## config.mk

```make
export PLATFORM = sky130hd
export DESIGN_NAME = mem_port
export DESIGN_NICKNAME = d
export VERILOG_FILES = /design/src/cache_pkg.sv /design/src/mem_port.sv
export SDC_FILE = /design/constraint.sdc
export NUM_CORES = 1
export LEC_CHECK = 0
export BUFFER_PORTS_ARGS = -buffer_cell sky130_fd_sc_hd__buf_2
export CORE_AREA = 2 2 211 213
export CTS_CLUSTER_SIZE = 40
export DETAILED_ROUTE_END_ITERATION = 8
export DIE_AREA = 0 0 213 215
export PLACE_DENSITY = 0.46
export SYNTH_ARGS = -nofsm -noshare
export SYNTH_HDL_FRONTEND = slang
export SYNTH_SLANG_ARGS = --single-unit
```

## constraint.sdc

```tcl
create_clock -name clk -period 2.4 [get_ports clk]
set_input_delay 0.24 -clock clk [delete_from_list [all_inputs] [get_ports clk]]
set_output_delay 0.24 -clock clk [all_outputs]
set_load 0.02 [all_outputs]
```

## src/cache_pkg.sv

```systemverilog
package cache_pkg;

    typedef logic [19:0]  tag_t;
    typedef logic [7:0]   index_t;
    typedef logic [3:0]   offset_t;  // [3:2] picks the bank
    typedef logic [1:0]   bank_t;
    typedef logic [31:0]  word_t;
    typedef logic [3:0]   strb_t;
    typedef logic [127:0] line_t;    // word 0 in the low bits
    typedef logic [31:0]  addr_t;
    typedef logic [7:0]   lfsr_t;

    localparam int unsigned NUM_BANKS = 4;
    localparam int unsigned NUM_SETS  = 256;

    // replacement lfsr
    localparam lfsr_t LFSR_SEED = 8'h01;
    localparam lfsr_t LFSR_TAPS = 8'b1011_1000;  // bits 7, 5, 4, 3

    typedef enum logic [2:0] {
        IDLE,
        READ,    // wait for the registered array read
        LOOKUP,
        MISS,
        FILL
    } ctrl_state_t;

endpackage

```

## src/mem_port.sv

```systemverilog
module mem_port (
    input  logic             clk,
    input  logic             resetn,
    input  logic             miss_start,
    input  cache_pkg::tag_t   victim_tag,
    input  cache_pkg::line_t  victim_line,
    input  logic             victim_dirty,
    input  cache_pkg::tag_t   req_tag,
    input  cache_pkg::index_t req_index,
    input  logic             wr_rdy,
    input  logic             rd_rdy,
    input  logic             ret_valid,
    input  logic             ret_last,
    input  cache_pkg::word_t  ret_data,
    output logic             wr_req,
    output cache_pkg::addr_t  wr_addr,
    output cache_pkg::line_t  wr_data,
    output logic             rd_req,
    output cache_pkg::addr_t  rd_addr,
    output cache_pkg::line_t  refill_line,
    output logic             refill_done
);
    import cache_pkg::*;

    tag_t  victim_tag_q;
    bank_t ret_bank;

    assign wr_addr = {victim_tag_q, req_index, offset_t'(0)};
    assign rd_addr = {req_tag, req_index, offset_t'(0)};

    always_ff @(posedge clk) begin
        if (!resetn) begin
            wr_req      <= 1'b0;
            rd_req      <= 1'b0;
            ret_bank    <= '0;
            refill_done <= 1'b0;
        end else begin
            refill_done <= ret_valid && ret_last;
            if (miss_start) begin
                wr_req   <= victim_dirty;  // clean victims go straight to the read
                rd_req   <= !victim_dirty;
                ret_bank <= '0;
            end else if (wr_req && wr_rdy) begin
                wr_req <= 1'b0;
                rd_req <= 1'b1;
            end else if (rd_req && rd_rdy) begin
                rd_req <= 1'b0;
            end
            if (ret_valid) begin
                ret_bank <= ret_bank + 1'b1;
            end
        end
    end

    always_ff @(posedge clk) begin
        if (miss_start) begin
            victim_tag_q <= victim_tag;
            wr_data      <= victim_line;
        end
        if (ret_valid) begin
            refill_line[ret_bank*$bits(word_t) +: $bits(word_t)] <= ret_data;
        end
    end

endmodule

```

==> results.toml <==
[status]
outcome = "completed"

[placed_design]
dp_hpwl_um = 24500
port_buffers = 466
place_congestion = 0.766
place_area_um2 = 12700

[timing]
setup_viol = 0
period_share_pct = 76.7
rsz0062_at_grt = "no"
timing.slew.headroom_pct = 53.3
final.setup.tns_ps = 0
maxSlewViolCount = 0
worst_clock_skew_ps = 27.7
final_hold_viol_count = 0
clock.fmax_mhz = 543
finalCriticalPeriod_ps = 1840
tightest_slew_ps = 701

[detailed_routing]
via_per_inst = 3.82
dr.pass1.iters = 4
routed_wl_um = 34400
drt_first_iter_violations = 321
postRouteAntennaNets = 0
vias = 6635
avgRoutedWirePerCell_um = 19.8
drc = 0

[synthesis]
yosys.area.top_type = "edfxtp_1"
netlist_area_um2 = 9880
synthTopCellsByCount = "edfxtp_1 (276), and2_1 (96), buf_4 (44)"
seq_area_frac_synth_pct = 84.9
synth_edf_count = 276
synth_top_area_share_pct = 83.9
netlist_instances = 496
synth-seq-cells = 281
synth.most_common_cell = "edfxtp_1"
ys_types = 22
ys.flop_type = "edfxtp_1"
synth.area.top_cells = "edfxtp_1 (84%), and2_1 (6.1%), buf_4 (3.3%)"
avgSynthCellArea_um2 = 19.9
yosysWarnings = 0
synthArstFlopShare_pct = 0

[cts]
clk_path_buf_depth = 3
cts.sinks = 281
cts_max_level = 2
numCtsBuffers = 34
cts_resized = 0
root_buffer = "clkbuf_16"
clk_pin_slew_ps = 60
clk_latency_ps = 530
cts_setup_buffers = 0
cts_tree = "done"

[floorplanning]
io_pins = 539
core.rowCount = 77
initial_core_util_pct = 22.6
coreArea_um2 = 43600
die_area_um2 = 45800
die_h_um = 215
die_w_um = 213

[layout]
final_core_util_pct = 35.3
drive_gt1_share_pct = 49.8
syn_to_final_growth_pct = 55.8
final_area_um2 = 15400
fin_nets = 1340
fill_cells = 4256

[worst_hold_path]
hold_class = "in -> reg"

[pwr]
vdd_drop_max_mv = 0.435
leakage_nw = 6.24
powerDensity_nw_per_um2 = 786

[setup_path]
start_kind = "flop"
arrival_ps = 2230
crit_required_ps = 2790
path_class = "reg -> reg"
worstPathMaxFanout = 31
cp-end-kind = "flop"

[global_routing]
grt_pass1_wl_um = 47400
first_global_vias = 6999
grt_use_total_pct = 14.5
antenna_found_initial = 5
grt_overflow = 0
grt_max_degree = 69

[run]
maxCapViolCount = 0
==> cell type report <==
| class | instances | area [um^2] | area share (%) |
|---|---|---|---|
| Clock buffer | 47 | 941 | 6.11 |
| Timing Repair Buffer | 636 | 4060 | 26.4 |
| Multi-Input combinational cell | 163 | 1130 | 7.32 |
| Clock inverter | 13 | 124 | 0.805 |
| Tap cell | 592 | 741 | 4.81 |
| Inverter | 3 | 11.3 | 0.0731 |
| Sequential cell | 281 | 8390 | 54.5 |
| Antenna cell | 1 | 2.50 | 0.0163 |
==> flip-flops by register name, summed over array words and instances, names as in the netlist <==
register	cells
wr_req	1
refill_line	128
victim_tag_q	20
ret_bank	2
rd_req	1
wr_data	128
refill_done	1
==> final timing paths <==
path	from	end	slack, ps	depth (start not counted)
hold / removal	ret_data[13]	refill_line[77]	40	2
hold reg to reg	ret_bank[1]	ret_bank[1]	630	2
setup reg to reg	ret_bank[1]	refill_line[53]	560	4
setup / recovery	ret_bank[1]	refill_line[53]	560	4
==> worst max-delay path: stages, from the launching register on <==
cell	delay (ps)
dfxtp_1	370
inv_1	90
ha_1	420
and3b_2	590
and2_2	240
==> layer usage <==
layer | GRT usage [%] | vias to the layer above | routed length [um]
met2 | 24.0 | 345 | 16100
met4 | 6.81 | 6 | 1510
met3 | 6.21 | 74 | 3580
met5 | 0 | - | 37
li1 | - | 3003 | -
met1 | 16.1 | 3207 | 13100
==> what timing repair did <==
action | in CTS | in global routing
hold buffers | 158 | 0
hold endpoints to repair | 157 | 0
setup endpoints to repair | 0 | 0
==> placed cells by master, fill, tap and decap left out, types with 5 or more instances in the layout <==
| master | instances |
|---|---|
| clkbuf_16 | 35 |
| edfxtp_1 | 276 |
| clkbuf_1 | 10 |
| dfxtp_1 | 5 |
| and2_2 | 38 |
| ha_1 | 5 |
| buf_2 | 465 |
| buf_4 | 8 |
| conb_1 | 8 |
| dlygate4sd3_1 | 158 |
| and2_1 | 93 |
==> cell families (layout without fill, tap and decap cells) <==
kind of cell,count (synthesis),count (layout),synth area share (%)
AO/OA/AOI/OAI,4,4,0.253
adder cells (fa/ha/maj),5,5,0.633
flip-flops,281,281,84.9
other,1,9,0.0380
buffers and inverters,59,699,4.06
AND/OR/NAND/NOR,146,146,10.1
==> stage by stage <==
stage | std cells | setup slack, ps | hold slack (ps) | power [mW]
3_5_place_dp | 1517 | 463 | 418 | 7.02
4_1_cts | 1735 | 471 | 2.91 | 12.3
3_3_place_gp | 1517 | 531 | 417 | 7.01
2_1_floorplan | 503 | 561 | 339 | 6.47
6_report | 1736 | 558 | 43.6 | 12.1
5_1_grt | 1735 | 374 | 27.3 | 12.6
==> report_power, final <==
part | total, mW | switching [mW] | internal, mW
Sequential | 5.76 | 0.0671 | 5.70
Clock | 4.99 | 2.03 | 2.96
Combinational | 1.35 | 0.820 | 0.528
(Power assumes the default switching activity.)
