File: src/cache_pkg.sv
package cache_pkg;

    typedef logic [19:0]  tag_t;
    typedef logic [7:0]   index_t;
    typedef logic [3:0]   offset_t;  // [3:2] picks the bank
    typedef logic [1:0]   bank_t;
    typedef logic [31:0]  word_t;
    typedef logic [3:0]   strb_t;
    typedef logic [127:0] line_t;    // word 0 in the low bits
    typedef logic [31:0]  addr_t;
    typedef logic [7:0]   lfsr_t;

    localparam int unsigned NUM_BANKS = 4;
    localparam int unsigned NUM_SETS  = 256;

    // replacement lfsr
    localparam lfsr_t LFSR_SEED = 8'h01;
    localparam lfsr_t LFSR_TAPS = 8'b1011_1000;  // bits 7, 5, 4, 3

    typedef enum logic [2:0] {
        IDLE,
        READ,    // wait for the registered array read
        LOOKUP,
        MISS,
        FILL
    } ctrl_state_t;

endpackage

File: src/cache_ctrl.sv
module cache_ctrl (
    input  logic              clk,
    input  logic              resetn,
    input  logic              req_new,
    input  logic              req_op,
    input  cache_pkg::index_t  req_index,
    input  cache_pkg::tag_t    req_tag,
    input  cache_pkg::offset_t req_offset,
    input  cache_pkg::strb_t   req_wstrb,
    input  cache_pkg::word_t   req_wdata,
    input  logic              refill_done,
    input  cache_pkg::line_t   refill_line,
    input  cache_pkg::tag_t    w0_rd_tag,
    input  logic              w0_rd_valid,
    input  logic              w0_rd_dirty,
    input  cache_pkg::line_t   w0_rd_line,
    input  cache_pkg::tag_t    w1_rd_tag,
    input  logic              w1_rd_valid,
    input  logic              w1_rd_dirty,
    input  cache_pkg::line_t   w1_rd_line,
    output logic              data_ok,
    output cache_pkg::word_t   rdata,
    output logic              done,
    output logic              miss_start,
    output cache_pkg::tag_t    victim_tag,
    output cache_pkg::line_t   victim_line,
    output logic              victim_dirty,
    output logic              w0_fill_en,
    output logic              w1_fill_en,
    output logic              w0_store_en,
    output logic              w1_store_en,
    output cache_pkg::tag_t    fill_tag,
    output cache_pkg::line_t   fill_line,
    output logic              fill_dirty,
    output cache_pkg::bank_t   store_bank,
    output cache_pkg::strb_t   store_wstrb,
    output cache_pkg::word_t   store_wdata
);
    import cache_pkg::*;

    ctrl_state_t state;
    ctrl_state_t state_next;
    lfsr_t       lfsr;
    logic        w0_hit;
    logic        w1_hit;
    logic        hit;
    logic        victim_way;
    bank_t       bank;
    line_t       hit_line;
    line_t       merged_line;

    always_ff @(posedge clk) begin
        if (!resetn) begin
            state <= IDLE;
        end else begin
            state <= state_next;
        end
    end

    always_comb begin
        state_next = state;
        case (state)
            IDLE:    if (req_new) state_next = READ;
            READ:    state_next = LOOKUP;
            LOOKUP:  state_next = hit ? IDLE : MISS;
            MISS:    if (refill_done) state_next = FILL;
            FILL:    state_next = IDLE;
            default: state_next = IDLE;
        endcase
    end

    // tag compare
    assign w0_hit   = w0_rd_valid && (w0_rd_tag == req_tag);
    assign w1_hit   = w1_rd_valid && (w1_rd_tag == req_tag);
    assign hit      = w0_hit || w1_hit;
    assign hit_line = w0_hit ? w0_rd_line : w1_rd_line;
    assign bank     = req_offset[3:2];

    // store bytes laid over the refilled word
    always_comb begin
        word_t old_word;
        word_t new_word;
        merged_line = refill_line;
        old_word    = refill_line[bank*$bits(word_t) +: $bits(word_t)];
        new_word    = old_word;
        for (int k = 0; k < $bits(strb_t); k++) begin
            if (req_op && req_wstrb[k]) begin
                new_word[k*8 +: 8] = req_wdata[k*8 +: 8];
            end
        end
        merged_line[bank*$bits(word_t) +: $bits(word_t)] = new_word;
    end

    assign data_ok = (state == LOOKUP && hit) || state == FILL;
    assign done    = data_ok;
    assign rdata   = (state == FILL) ? merged_line[bank*$bits(word_t) +: $bits(word_t)]
                                     : hit_line[bank*$bits(word_t) +: $bits(word_t)];

    assign victim_way   = lfsr[0];
    assign miss_start   = state == LOOKUP && !hit;
    assign victim_tag   = victim_way ? w1_rd_tag : w0_rd_tag;
    assign victim_line  = victim_way ? w1_rd_line : w0_rd_line;
    assign victim_dirty = victim_way ? (w1_rd_valid && w1_rd_dirty)
                                     : (w0_rd_valid && w0_rd_dirty);

    // array writes
    assign w0_store_en = state == LOOKUP && req_op && w0_hit;
    assign w1_store_en = state == LOOKUP && req_op && w1_hit && !w0_hit;
    assign w0_fill_en  = state == FILL && !victim_way;
    assign w1_fill_en  = state == FILL && victim_way;
    assign fill_tag    = req_tag;
    assign fill_line   = merged_line;
    assign fill_dirty  = req_op;
    assign store_bank  = bank;
    assign store_wstrb = req_wstrb;
    assign store_wdata = req_wdata;

    always_ff @(posedge clk) begin
        if (!resetn) begin
            lfsr <= LFSR_SEED;
        end else if (state == FILL) begin
            lfsr <= {lfsr[6:0], ^(lfsr & LFSR_TAPS)};
        end
    end

endmodule

File: config.mk
export PLATFORM = sky130hd
export DESIGN_NAME = cache_ctrl
export DESIGN_NICKNAME = d
export VERILOG_FILES = /design/src/cache_pkg.sv /design/src/cache_ctrl.sv
export SDC_FILE = /design/constraint.sdc
export NUM_CORES = 1
export LEC_CHECK = 0
export BUFFER_PORTS_ARGS = -buffer_cell sky130_fd_sc_hd__buf_2
export CAP_MARGIN = 30
export CORE_AREA = 2 2 344 346
export CTS_BUF_LIST = sky130_fd_sc_hd__clkbuf_2
export DETAILED_ROUTE_END_ITERATION = 12
export DIE_AREA = 0 0 346 348
export PLACE_DENSITY_LB_ADDON = 0.3
export SYNTH_ARGS = -nofsm -noshare
export SYNTH_HDL_FRONTEND = slang
export SYNTH_SLANG_ARGS = --single-unit
export TNS_END_PERCENT = 1
File: constraint.sdc
create_clock -name clk -period 4.45 [get_ports clk]
set_input_delay 0.89 -clock clk [delete_from_list [all_inputs] [get_ports clk]]
set_output_delay 0.89 -clock clk [all_outputs]
set_load 0.05 [all_outputs]
==> impl_metrics.csv <==
group,metric,value,unit
status,status,"completed",
synth,synth_edf_count,0,
synth,yosys_warnings,0,
sta,fmax,225,MHz
cts,cts_sinks,11,
global_route,antenna_found_initial,63,
die,die_area,0.120,mm^2
final_layout,design_area,0.0185,mm^2
sta,worst_pin_slew,1010,ps
sta,min_period,4440,ps
placement,port_buffers,865,
global_route,overflow,0,
final_layout,multi_input_area,0.00869,mm^2
route,drtAntennaViolNets,0,
route,vias_per_cell,4.31,
placement,dpl_cell_area,0.0184,mm^2
final_layout,postLayoutCoreUtil,15.8,%
synth,synth_nets,1905,
route,firstDrtPassIters,5,
route,wl_per_cell,29.8,um
cts,clk_latency,260,ps
global_route,track_usage,17.6,%
pwr,vdd_drop_max,0.0000674,V
cts,cts-buffers-inserted,3,
synth,async_flop_share,0,%
critical_path,cp_max_fo,60,
critical_path,cp.arrival,3550,ps
synth,ys_ff_latch,11,
final_layout,fillers,13568,
synth,synth.distinct_cells,52,
final_layout,nNetsFinal,2744,
placement,place_inst,3767,
critical_path,end_kind,"primary output",
placement,hpwl,98800,um
final_layout,final_common_cell,"buf_2",
sta,finalClockSkew,0.739,ps
pwr,p_per_area,158,mW/mm^2
critical_path,cpMaxStageDelayCell,"a2bb2oi_1",
critical_path,crit_type,"in -> out",
worst_hold_path,hold_class,"reg -> reg",
synth,syn_inst,1399,
final_layout,instances_no_fill,3793,
global_route,grt_pass1_wl,146000,um
sta,finalMaxSlewViolations,0,
synth,synth-seq-area-share,2.16,%
die,die_w,346,um
global_route,grt_max_degree,61,
die,die_y,348,um
synth,synth_area,0.0102,mm^2
final_layout,final_cell_mix,"buf_2, buf_4, mux2_2",
synth,synth-main-ff-cell,"dfxtp_1",
critical_path,startpoint_type,"primary input",
sta,setup_viol,0,
cts,htreeDepth,1,
cts,ctsHoldBuffers,0,
final_layout,layout-drive-gt1-share,58.3,%
pwr,finalPower,0.00292,W
die,start_util,8.71,%
sta,setup_tns,0,ps
cts,cts_tree,"yes",
die,rows,126,
route,drtIter0Drc,1285,
final_layout,register_area,224,um^2
critical_path,cp_slowest_stage_delay,570,ps
sta,rsz0062_at_grt,"no",
global_route,grt_pass1_vias,15489,
critical_path,crit_required,3560,ps
job,maxCapViolCount,0,
placement,place_congestion,0.930,
sta,fin_crit_sh,99.8,%
sta,slew_headroom,31.5,%
final_layout,syn_to_final_growth,81.5,%
die,core_area,0.117,mm^2
cts,path_clk_slew,110,ps
cts,root_buffer,"clkbuf_2",
route,wl,113000,um
cts,ctsLongestPathBuffers,2,
route,vias,16347,
synth,syn_avg_cell_area,7.29,um^2
critical_path,worstPathCellList,"buf_6, buf_4, buf_12, mux4_2, mux2i_1, buf_4, a2bb2oi_1, buf_4, o32ai_2, buf_12",
route,drc,0,
sta,finalHoldViolations,0,
pwr,p_leak,8.12,nW
die,ios,876,
critical_path,crit_top_cell,"buf_4",
power by group:
part	switching, W	total, W	internal [W]
Clock	0.0000347	0.0000586	0.0000239
Combinational	0.00182	0.00275	0.000930
Sequential	0.00000981	0.000111	0.000101
Total	0.00186	0.00292	0.00106
per-layer routing:
layer / GRT usage, % / vias up / wire length [um]
li1: - / 7146 / -
met1: 26.3 / 8114 / 54700
met2: 27.6 / 954 / 49200
met3: 2.36 / 129 / 7380
met4: 1.52 / 4 / 1490
met5: 0 / - / 27
cells in the mapped netlist, drive strengths merged (11+ instances only):
cell type	number	area share, %
dfxtp	11	2.2
o21ai	34	1.7
a311oi	32	2.7
or3	34	2.1
nor3	36	1.8
mux2	147	16
nor2	39	1.4
o311ai	32	2.7
o211ai	33	2.4
o2bb2ai	32	2.7
mux2i	32	3.1
clkbuf	122	4.5
xnor2	33	2.8
o32ai	32	2.7
nand2	31	1.2
a211oi	96	7.1
inv	135	5.0
nand2b	38	2.3
nand4	38	2.3
buf	105	6.7
mux4	32	7.1
a2bb2oi	32	2.7
o22ai	96	5.9
a31oi	64	3.9
a21boi	38	2.8
worst paths after layout:
path	startpoint	end	slack [ps]	depth (start not counted)
hold / removal	lfsr[6]	lfsr[6]	480	2
setup reg to reg	state[0]	lfsr[1]	2940	3
setup / recovery	req_offset[2]	rdata[19]	10	10
hold reg to reg	lfsr[6]	lfsr[6]	480	2
sequential cells by signal (all words and copies together) (netlist names):
register  cells
lfsr          8
state         3
final cells by class:
| class | count | area share, % |
|---|---|---|
| Antenna cell | 20 | 0.271 |
| Clock buffer | 4 | 0.108 |
| Inverter | 135 | 2.74 |
| Multi-Input combinational cell | 1026 | 47.0 |
| Sequential cell | 11 | 1.21 |
| Tap cell | 1536 | 10.4 |
| Timing Repair Buffer | 1061 | 38.3 |
critical path, delay by kind of cell:
family | cells | cell delay, ps
AOI/OAI and AO/OA | 2 | 710
buffers and inverters | 6 | 1170
muxes | 2 | 700
what timing repair did:
item / CTS / global route
pin swaps: 0 / 1
endpoints found under the setup margin: 4 / 9
setup buffers: 0 / 1
resized for setup: 1 / 7
metrics by stage:
step	setup WS, ps	hold slack [ps]
after floorplan	-357	436
after global placement	-120	452
after detailed placement	-103	471
after CTS	-106	489
after global routing	1.18	518
final	9.80	479
kinds of logic (layout without fill, tap and decap cells):
family,count (synthesis),count (layout),share of synthesized area (%)
flip-flops,11,11,2.16
other,0,20,0
AO/OA/AOI/OAI,530,530,38.2
XOR/XNOR,40,40,3.44
multiplexers,211,211,26.5
adder cells (fa/ha/maj),5,5,0.614
buffers and inverters,362,1200,16.2
AND/OR/NAND/NOR,240,240,13.0
Note: power is estimated with default switching activity, not from simulation.
