--- src/cache_pkg.sv ---
package cache_pkg;

    typedef logic [19:0]  tag_t;
    typedef logic [7:0]   index_t;
    typedef logic [3:0]   offset_t;  // [3:2] picks the bank
    typedef logic [1:0]   bank_t;
    typedef logic [31:0]  word_t;
    typedef logic [3:0]   strb_t;
    typedef logic [127:0] line_t;    // word 0 in the low bits
    typedef logic [31:0]  addr_t;
    typedef logic [7:0]   lfsr_t;

    localparam int unsigned NUM_BANKS = 4;
    localparam int unsigned NUM_SETS  = 256;

    // replacement lfsr
    localparam lfsr_t LFSR_SEED = 8'h01;
    localparam lfsr_t LFSR_TAPS = 8'b1011_1000;  // bits 7, 5, 4, 3

    typedef enum logic [2:0] {
        IDLE,
        READ,    // wait for the registered array read
        LOOKUP,
        MISS,
        FILL
    } ctrl_state_t;

endpackage

--- src/req_buffer.sv ---
module req_buffer (
    input  logic              clk,
    input  logic              resetn,
    input  logic              valid,
    input  logic              op,
    input  cache_pkg::index_t  index,
    input  cache_pkg::tag_t    tag,
    input  cache_pkg::offset_t offset,
    input  cache_pkg::strb_t   wstrb,
    input  cache_pkg::word_t   wdata,
    input  logic              done,
    output logic              addr_ok,
    output logic              req_op,
    output cache_pkg::index_t  req_index,
    output cache_pkg::tag_t    req_tag,
    output cache_pkg::offset_t req_offset,
    output cache_pkg::strb_t   req_wstrb,
    output cache_pkg::word_t   req_wdata,
    output logic              req_new
);
    import cache_pkg::*;

    logic busy;
    logic accept;

    assign addr_ok = !busy;
    assign accept  = valid && addr_ok;

    always_ff @(posedge clk) begin
        if (!resetn) begin
            busy    <= 1'b0;
            req_new <= 1'b0;
        end else begin
            req_new <= accept;  // kicks off the controller
            if (accept) begin
                busy <= 1'b1;
            end else if (done) begin
                busy <= 1'b0;
            end
        end
    end

    always_ff @(posedge clk) begin
        if (accept) begin
            req_op     <= op;
            req_index  <= index;
            req_tag    <= tag;
            req_offset <= offset;
            req_wstrb  <= wstrb;
            req_wdata  <= wdata;
        end
    end

endmodule

--- config.mk ---
export PLATFORM = sky130hd
export DESIGN_NAME = req_buffer
export DESIGN_NICKNAME = d
export VERILOG_FILES = /design/src/cache_pkg.sv /design/src/req_buffer.sv
export SDC_FILE = /design/constraint.sdc
export NUM_CORES = 1
export LEC_CHECK = 0
export BUFFER_PORTS_ARGS = -buffer_cell sky130_fd_sc_hd__buf_4
export CORE_ASPECT_RATIO = 1.75
export CORE_MARGIN = 10
export CORE_UTILIZATION = 25
export DETAILED_ROUTE_END_ITERATION = 16
export GPL_ROUTABILITY_DRIVEN = 1
export PLACE_DENSITY = 0.58
export SLEW_MARGIN = 10
export SYNTH_ARGS = -nofsm -noshare
export SYNTH_HDL_FRONTEND = slang
export SYNTH_SLANG_ARGS = --single-unit
--- constraint.sdc ---
create_clock -name clk -period 3.85 [get_ports clk]
set_input_delay 0.385 -clock clk [delete_from_list [all_inputs] [get_ports clk]]
set_output_delay 0.385 -clock clk [all_outputs]
set_load 0.02 [all_outputs]
==> impl_results.md, run 1 <==
- Tmin final: 1770 ps
- Yosys reg bits: 71
- Synthesized area per cell: 28.2 µm²
- Reg2reg path depth: 2
- Post-CTS setup buffers: 0
- Hold Fails Final Rpt: 0
- Clock latency on the worst-skew pair: 330 ps
- CTS tree: built
- Syn nets: 149
- Router iterations before antenna repair: 4
- F_max: 565 MHz
- Post-route cell area: 3690 µm²
- WP depth: 2
- RSZ-0062 raised after global routing: no
- Largest net degree at the start of global routing: 56
- DP Area: 3370 µm²
- Grt total ovfl: 0
- Top delay family on crit path: buffers and inverters
- Max_slew headroom: 54.8%
- Die ar.: 12800 µm²
- Initial antenna violation count: 0
- Hold-fix buffers, CTS: 0
- # setup viols final: 0
- Crit. Startpoint: busy
- Post-synthesis mux area share: 0%
- Register area share after synthesis: 98.5%
- Total CTS buffers: 9
- Via-to-Cell Ratio: 3.77
- Worst min path class: in -> reg
- Leak: 1.55 nW
- Cell Pwr Density: 537 nW/µm²
- Clock Path Buffers: 2
- IO Port Bufs: 143
- Layout cells sized above 1: 68.2%
- Worst Skew: 4.95 ps
- Drt total wl: 6160 µm
- Placer Congestion: 0.667
- Routed Antenna Nets: 0
- Critical R2R Capture: req_wstrb[1]
- Area of the multi-input gates: 33.8 µm²
- Worst Max-Slew Pin Slew: 678 ps
- Critical path data required time: 3810 ps
- Finished Core Util: 44.4%
- Setup CP Type: reg -> reg
- Synthesized area: 2140 µm²
- Outcome: finished, final reports clean
- R2r startpoint: busy
- Post-synthesis xor/xnor area fraction: 0%
- IO Pins: 144
- DRT iter0 DRCs: 41
- Worst vdd ir: 304 µV
- Quantity of gates resized following cts: 0
- Buffer type at the clock tree root: clkbuf_16
- Vias: 1325
- Fill cells: 759
- Hold_ws: 226 ps
- Most frequent cells in the layout: buf_4 (144), edfxtp_1 (69), clkbuf_16 (9), clkinv_2 (4)
- Sequential cell area: 2110 µm²
- Setup TNS: 0 ps
- Clock transition at the registers of the reported paths: 60 ps
- Simple logic cell fraction of the synthesized area: 0.875%
- Max incr delay on CP: 620 ps
- H-tree lvl count: 3
- Sequence of cells on the critical path: nor2b_4 -> buf_4
- Reg2reg setup slack: 2080 ps
- DRC Markers: 0
- Critical Path Sink Type: register
- Syn Inst Count: 76
- Most common cell after layout, fill and taps aside: buf_4
- Gr usage total: 9.32%
- Initial Utilization: 25.8%
- Largest family of logic cells by synthesized area: simple AND/OR/NAND/NOR gates
- Clock sinks: 71
- Die height: 143 µm
- Count of cell types in the netlist: 7
- First-pass GRT wire length: 8560 µm
- Max Cap Violations: 0
- Post-synthesis compound-gate area fraction: 0.467%
- Crit path buffers/inverters: 1
- CP Capture Point: req_wstrb[1]
- Nets@finish: 304
- CP max-delay cell: buf_4
- Ys Warns: 0
- Wire per inst: 17.6 µm
- Row cnt: 44
- CORE AREA: 8310 µm²
- Tcrit/Tclk final: 46.0%
- Max FO, Critical Path: 55
- Die X-Extent: 90.0 µm
- Startpoint Class: register
- Final Max Tran Viols: 0
- Antenna Cells: 0
- Layout area overhead: 71.9%
- WP data arrival: 1730 ps
- Post-synthesis adder-cell area fraction: 0%
- Vias in the first global route: 1454
==> kinds of logic after synthesis <==
| logic type | after synthesis |
|---|---|
| simple gates | 3 |
| buf+inv | 1 |
| flops | 71 |
| compound gates | 1 |
==> layout make-up <==
cell class | count | area share, %
flip-flops and latches | 71 | 57.3
repair buffers | 144 | 29.3
clock buffers | 9 | 6.11
well taps | 115 | 3.90
clock inverters | 7 | 2.38
multi-input cells | 4 | 0.916
inverters | 1 | 0.102
==> state kept, by name, indices dropped and copies added, names as in the netlist <==
name and flops:
req_tag 20, req_index 8, req_wdata 32, req_new 1
req_op 1, req_wstrb 4, busy 1, req_offset 4
==> synth_stat cells (all sizes together) <==
cell type	instances	area share (%)
nand2	1	0.17
edfxtp	69	97
inv	1	0.17
and2	1	0.29
o211a	1	0.47
dfxtp	2	1.9
nor2b	1	0.41
==> report_power, final <==
part / leakage [nW] / internal (mW) / switching (mW)
Clock: 0.155 / 0.561 / 0.292
Sequential: 0.677 / 0.906 / 0.0126
Combinational: 0.716 / 0.100 / 0.108
Total: 1.55 / 1.57 / 0.412
==> stage by stage <==
stage / setup slack, ps / cells / power, mW
3_5_place_dp: 1910 / 335 / 1.15
6_report: 2080 / 351 / 1.98
3_3_place_gp: 1940 / 335 / 1.14
2_1_floorplan: 1210 / 76 / 1.01
4_1_cts: 2040 / 351 / 2.01
5_1_grt: 1940 / 351 / 2.05
==> worst min path at each step <==
| stage | start | end | cells past startpoint | slack, ps |
|---|---|---|---|---|
| after floorplan | index[0] | req_index[0] | 0 | 480 |
| after global placement | busy | busy | 2 | 550 |
| after detailed placement | offset[1] | req_offset[1] | 1 | 560 |
| after CTS | tag[16] | req_tag[16] | 1 | 210 |
| after global routing | tag[16] | req_tag[16] | 1 | 220 |
| final | tag[15] | req_tag[15] | 1 | 230 |
==> routing by layer <==
metal | routed length [µm] | global-route usage, % | part of all wire, % | vias to the layer above
met5 | 0 | 0 | 0 | -
met4 | 213 | 7.49 | 3.5 | 0
met3 | 678 | 5.23 | 11 | 13
met2 | 3280 | 14.8 | 53 | 81
met1 | 1990 | 8.68 | 32 | 617
li1 | - | - | - | 614
Note: power is estimated with default switching activity, not from simulation.
==> run 2: changes to the inputs <==
ABC_AREA = 1   (was not set)
PLACE_DENSITY = 0.6   (was 0.58)
clock period = 1.6 ns   (was 3.85 ns; I/O delays follow)
==> run 2 against run 1 <==
Die area increased by 0.19%. Global-route usage rose by 0.20 points. Total power rose by 120%. First-iteration DRC count down 39%. Final area is 1.1% higher. Worst hold slack worse by 210 ps. Synthesized area rose by 0.23%. Clock power is 95% higher. Utilization grew 0.20 points. Critical path depth is 2 higher. Register-to-register slack worse by 1600 ps. Critical path type unchanged.
==> impl_results.md, run 2 <==
- Outcome: finished, final reports clean
- Non-Filler Instances: 361
- Placer Congestion: 0.689
- Worst Skew: 1.72 ps
- H-tree lvl count: 3
- Grt total ovfl: 0
- Layout area overhead: 73.5%
- Initial antenna violation count: 0
- Primary FF master, synth: edfxtp_1
- DP Area: 3420 µm²
- Hpwl dp: 5130 µm
- Row cnt: 44
- Final Max Tran Viols: 0
- Wire per inst: 17.4 µm
- DRC Markers: 0
- Max incr delay on CP: 330 ps
- Vias in the first global route: 1564
- Die X-Extent: 90.1 µm
- Hold Path Origin: wdata[11]
- Die height: 143 µm
- Async S/R FF share, synth: 0%
- Setup CP Type: reg -> reg
- Critical path data required time: 1610 ps
- Syn Inst Count: 79
- Leak: 1.56 nW
- Max reg flops: 32
- Nets@finish: 314
- Worst Hold Depth: 1
- Die ar.: 12900 µm²
- Total CTS buffers: 9
- RSZ-0062 raised after global routing: no
- Top delay family on crit path: buffers and inverters
- Most area-consuming cells after synthesis: edfxtp_1 (96%), dfxtp_1 (1.9%), inv_1 (0.52%), nand3_2 (0.47%), nand2_1 (0.35%)
- Sequence of cells on the critical path: inv_4 -> nand2_2 -> clkinvlp_4 -> buf_12
- Startpoint Class: register
- Hold_ws: 16.1 ps
- Via-to-Cell Ratio: 3.82
- Post-place setup slack: 509 ps
- Most frequent cells in the layout: buf_4 (143), edfxtp_1 (69), clkbuf_16 (9), dlygate4sd3_1 (6), clkbuf_1 (5)
- Max_slew headroom: 87.2%
- F_max: 914 MHz
- IO Port Bufs: 143
- Setup TNS: 0 ps
- Ys Warns: 0
- Number of synthesized flops with an enable pin: 69
- Layout cells sized above 1: 64.6%
- R2r startpoint: busy
- Post-synth top area cell: edfxtp_1
- Count of cell types in the netlist: 7
- DRT iter0 DRCs: 25
- Initial Utilization: 25.7%
- Placed Cells: 339
- Worst Max-Slew Pin Slew: 192 ps
- CTS tree: built
- Max Cap Violations: 0
- IO Pins: 144
- Tcrit/Tclk final: 68.3%
- Met2 Routed Length: 3740 µm
- Worst min path class: in -> reg
- Critical Path Sink Type: register
- Uppermost layer routed: met4
- Buffer type at the clock tree root: clkbuf_16
- Top-area cell type share of the netlist area: 96.4%
- Antenna Cells: 0
- Register area share after synthesis: 98.3%
- Count leader, synth: edfxtp_1
- Tmin final: 1090 ps
- Vias: 1379
- Met3 routed WL: 536 µm
- Reg2reg path depth: 4
- Finished Core Util: 44.6%
- Hold Fails Final Rpt: 0
- Worst vdd ir: 599 µV
- Cell Pwr Density: 1190 nW/µm²
- Gr usage total: 9.52%
- Max FO, Critical Path: 35
- Largest net degree at the start of global routing: 36
- Clock sinks: 71
- Biggest regs: req_wdata x32, req_tag x20, req_index x8
- Post-route cell area: 3730 µm²
- Most common cell after layout, fill and taps aside: buf_4
- WP depth: 4
- Critical R2R Capture: req_wdata[1]
- M1 wire length: 1810 µm
- Drt total wl: 6270 µm
- Routed Antenna Nets: 0
- Clock latency on the worst-skew pair: 320 ps
- Fill cells: 769
- Reg2reg setup slack: 510 ps
- Commonest cells post-synth: edfxtp_1 (69), inv_1 (3), dfxtp_1 (2), nand2_1 (2)
- Total power: 4.43 mW
- Post-CTS setup buffers: 0
- WP data arrival: 1100 ps
- Synthesized area: 2150 µm²
- Crit path buffers/inverters: 3
- CP max-delay cell: dfxtp_2
- Final WS setup: 506 ps
- Reg with most FFs: req_wdata
- Clock transition at the registers of the reported paths: 50 ps
- Router iterations before antenna repair: 4
- First-pass GRT wire length: 8920 µm
- Yosys reg bits: 71
- Clock Path Buffers: 2
- CORE AREA: 8370 µm²
- # setup viols final: 0
- Hold EP: req_wdata[11]
- Synthesized area per cell: 27.2 µm²
- Syn nets: 152
## run 2: power breakdown
group	switching [mW]	total [mW]	internal [mW]
clock	0.624	1.66	1.04
combinational	0.278	0.547	0.269
sequential	0.0313	2.22	2.19
total	0.934	4.43	3.49
## run 2: layer usage
layer	global-route usage, %	vias to the layer above
li1	-	637
met1	7.18	655
met2	18.3	73
met3	4.78	14
met4	5.98	0
met5	0	-
## run 2: kinds of logic after synthesis
family,count (synthesis),synth area share [%]
buf+inv,4,0.698
flops,71,98.3
simple gates,4,1.05
## run 2: area by class of cell
cell class	instances	area (µm²)	area share, %
flip-flops and latches	71	2110	56.7
repair buffers	151	1170	31.5
clock buffers	14	244	6.54
well taps	115	144	3.86
multi-input cells	4	25.0	0.671
inverters	4	21.3	0.570
clock inverters	2	7.51	0.201
## run 2: worst max path at each step
stage,from,to,slack (ps)
after floorplan,busy,req_index[0],-240
after global routing,busy,req_tag[5],460
after global placement,busy,req_op,520
after CTS,busy,req_tag[5],500
after detailed placement,busy,req_op,510
final,busy,req_wdata[1],510
## run 2: repair_timing
item,in CTS,in global routing
setup endpoints to repair,0,0
hold buffers,1,5
hold endpoints to repair,1,5
gates resized for setup,0,0
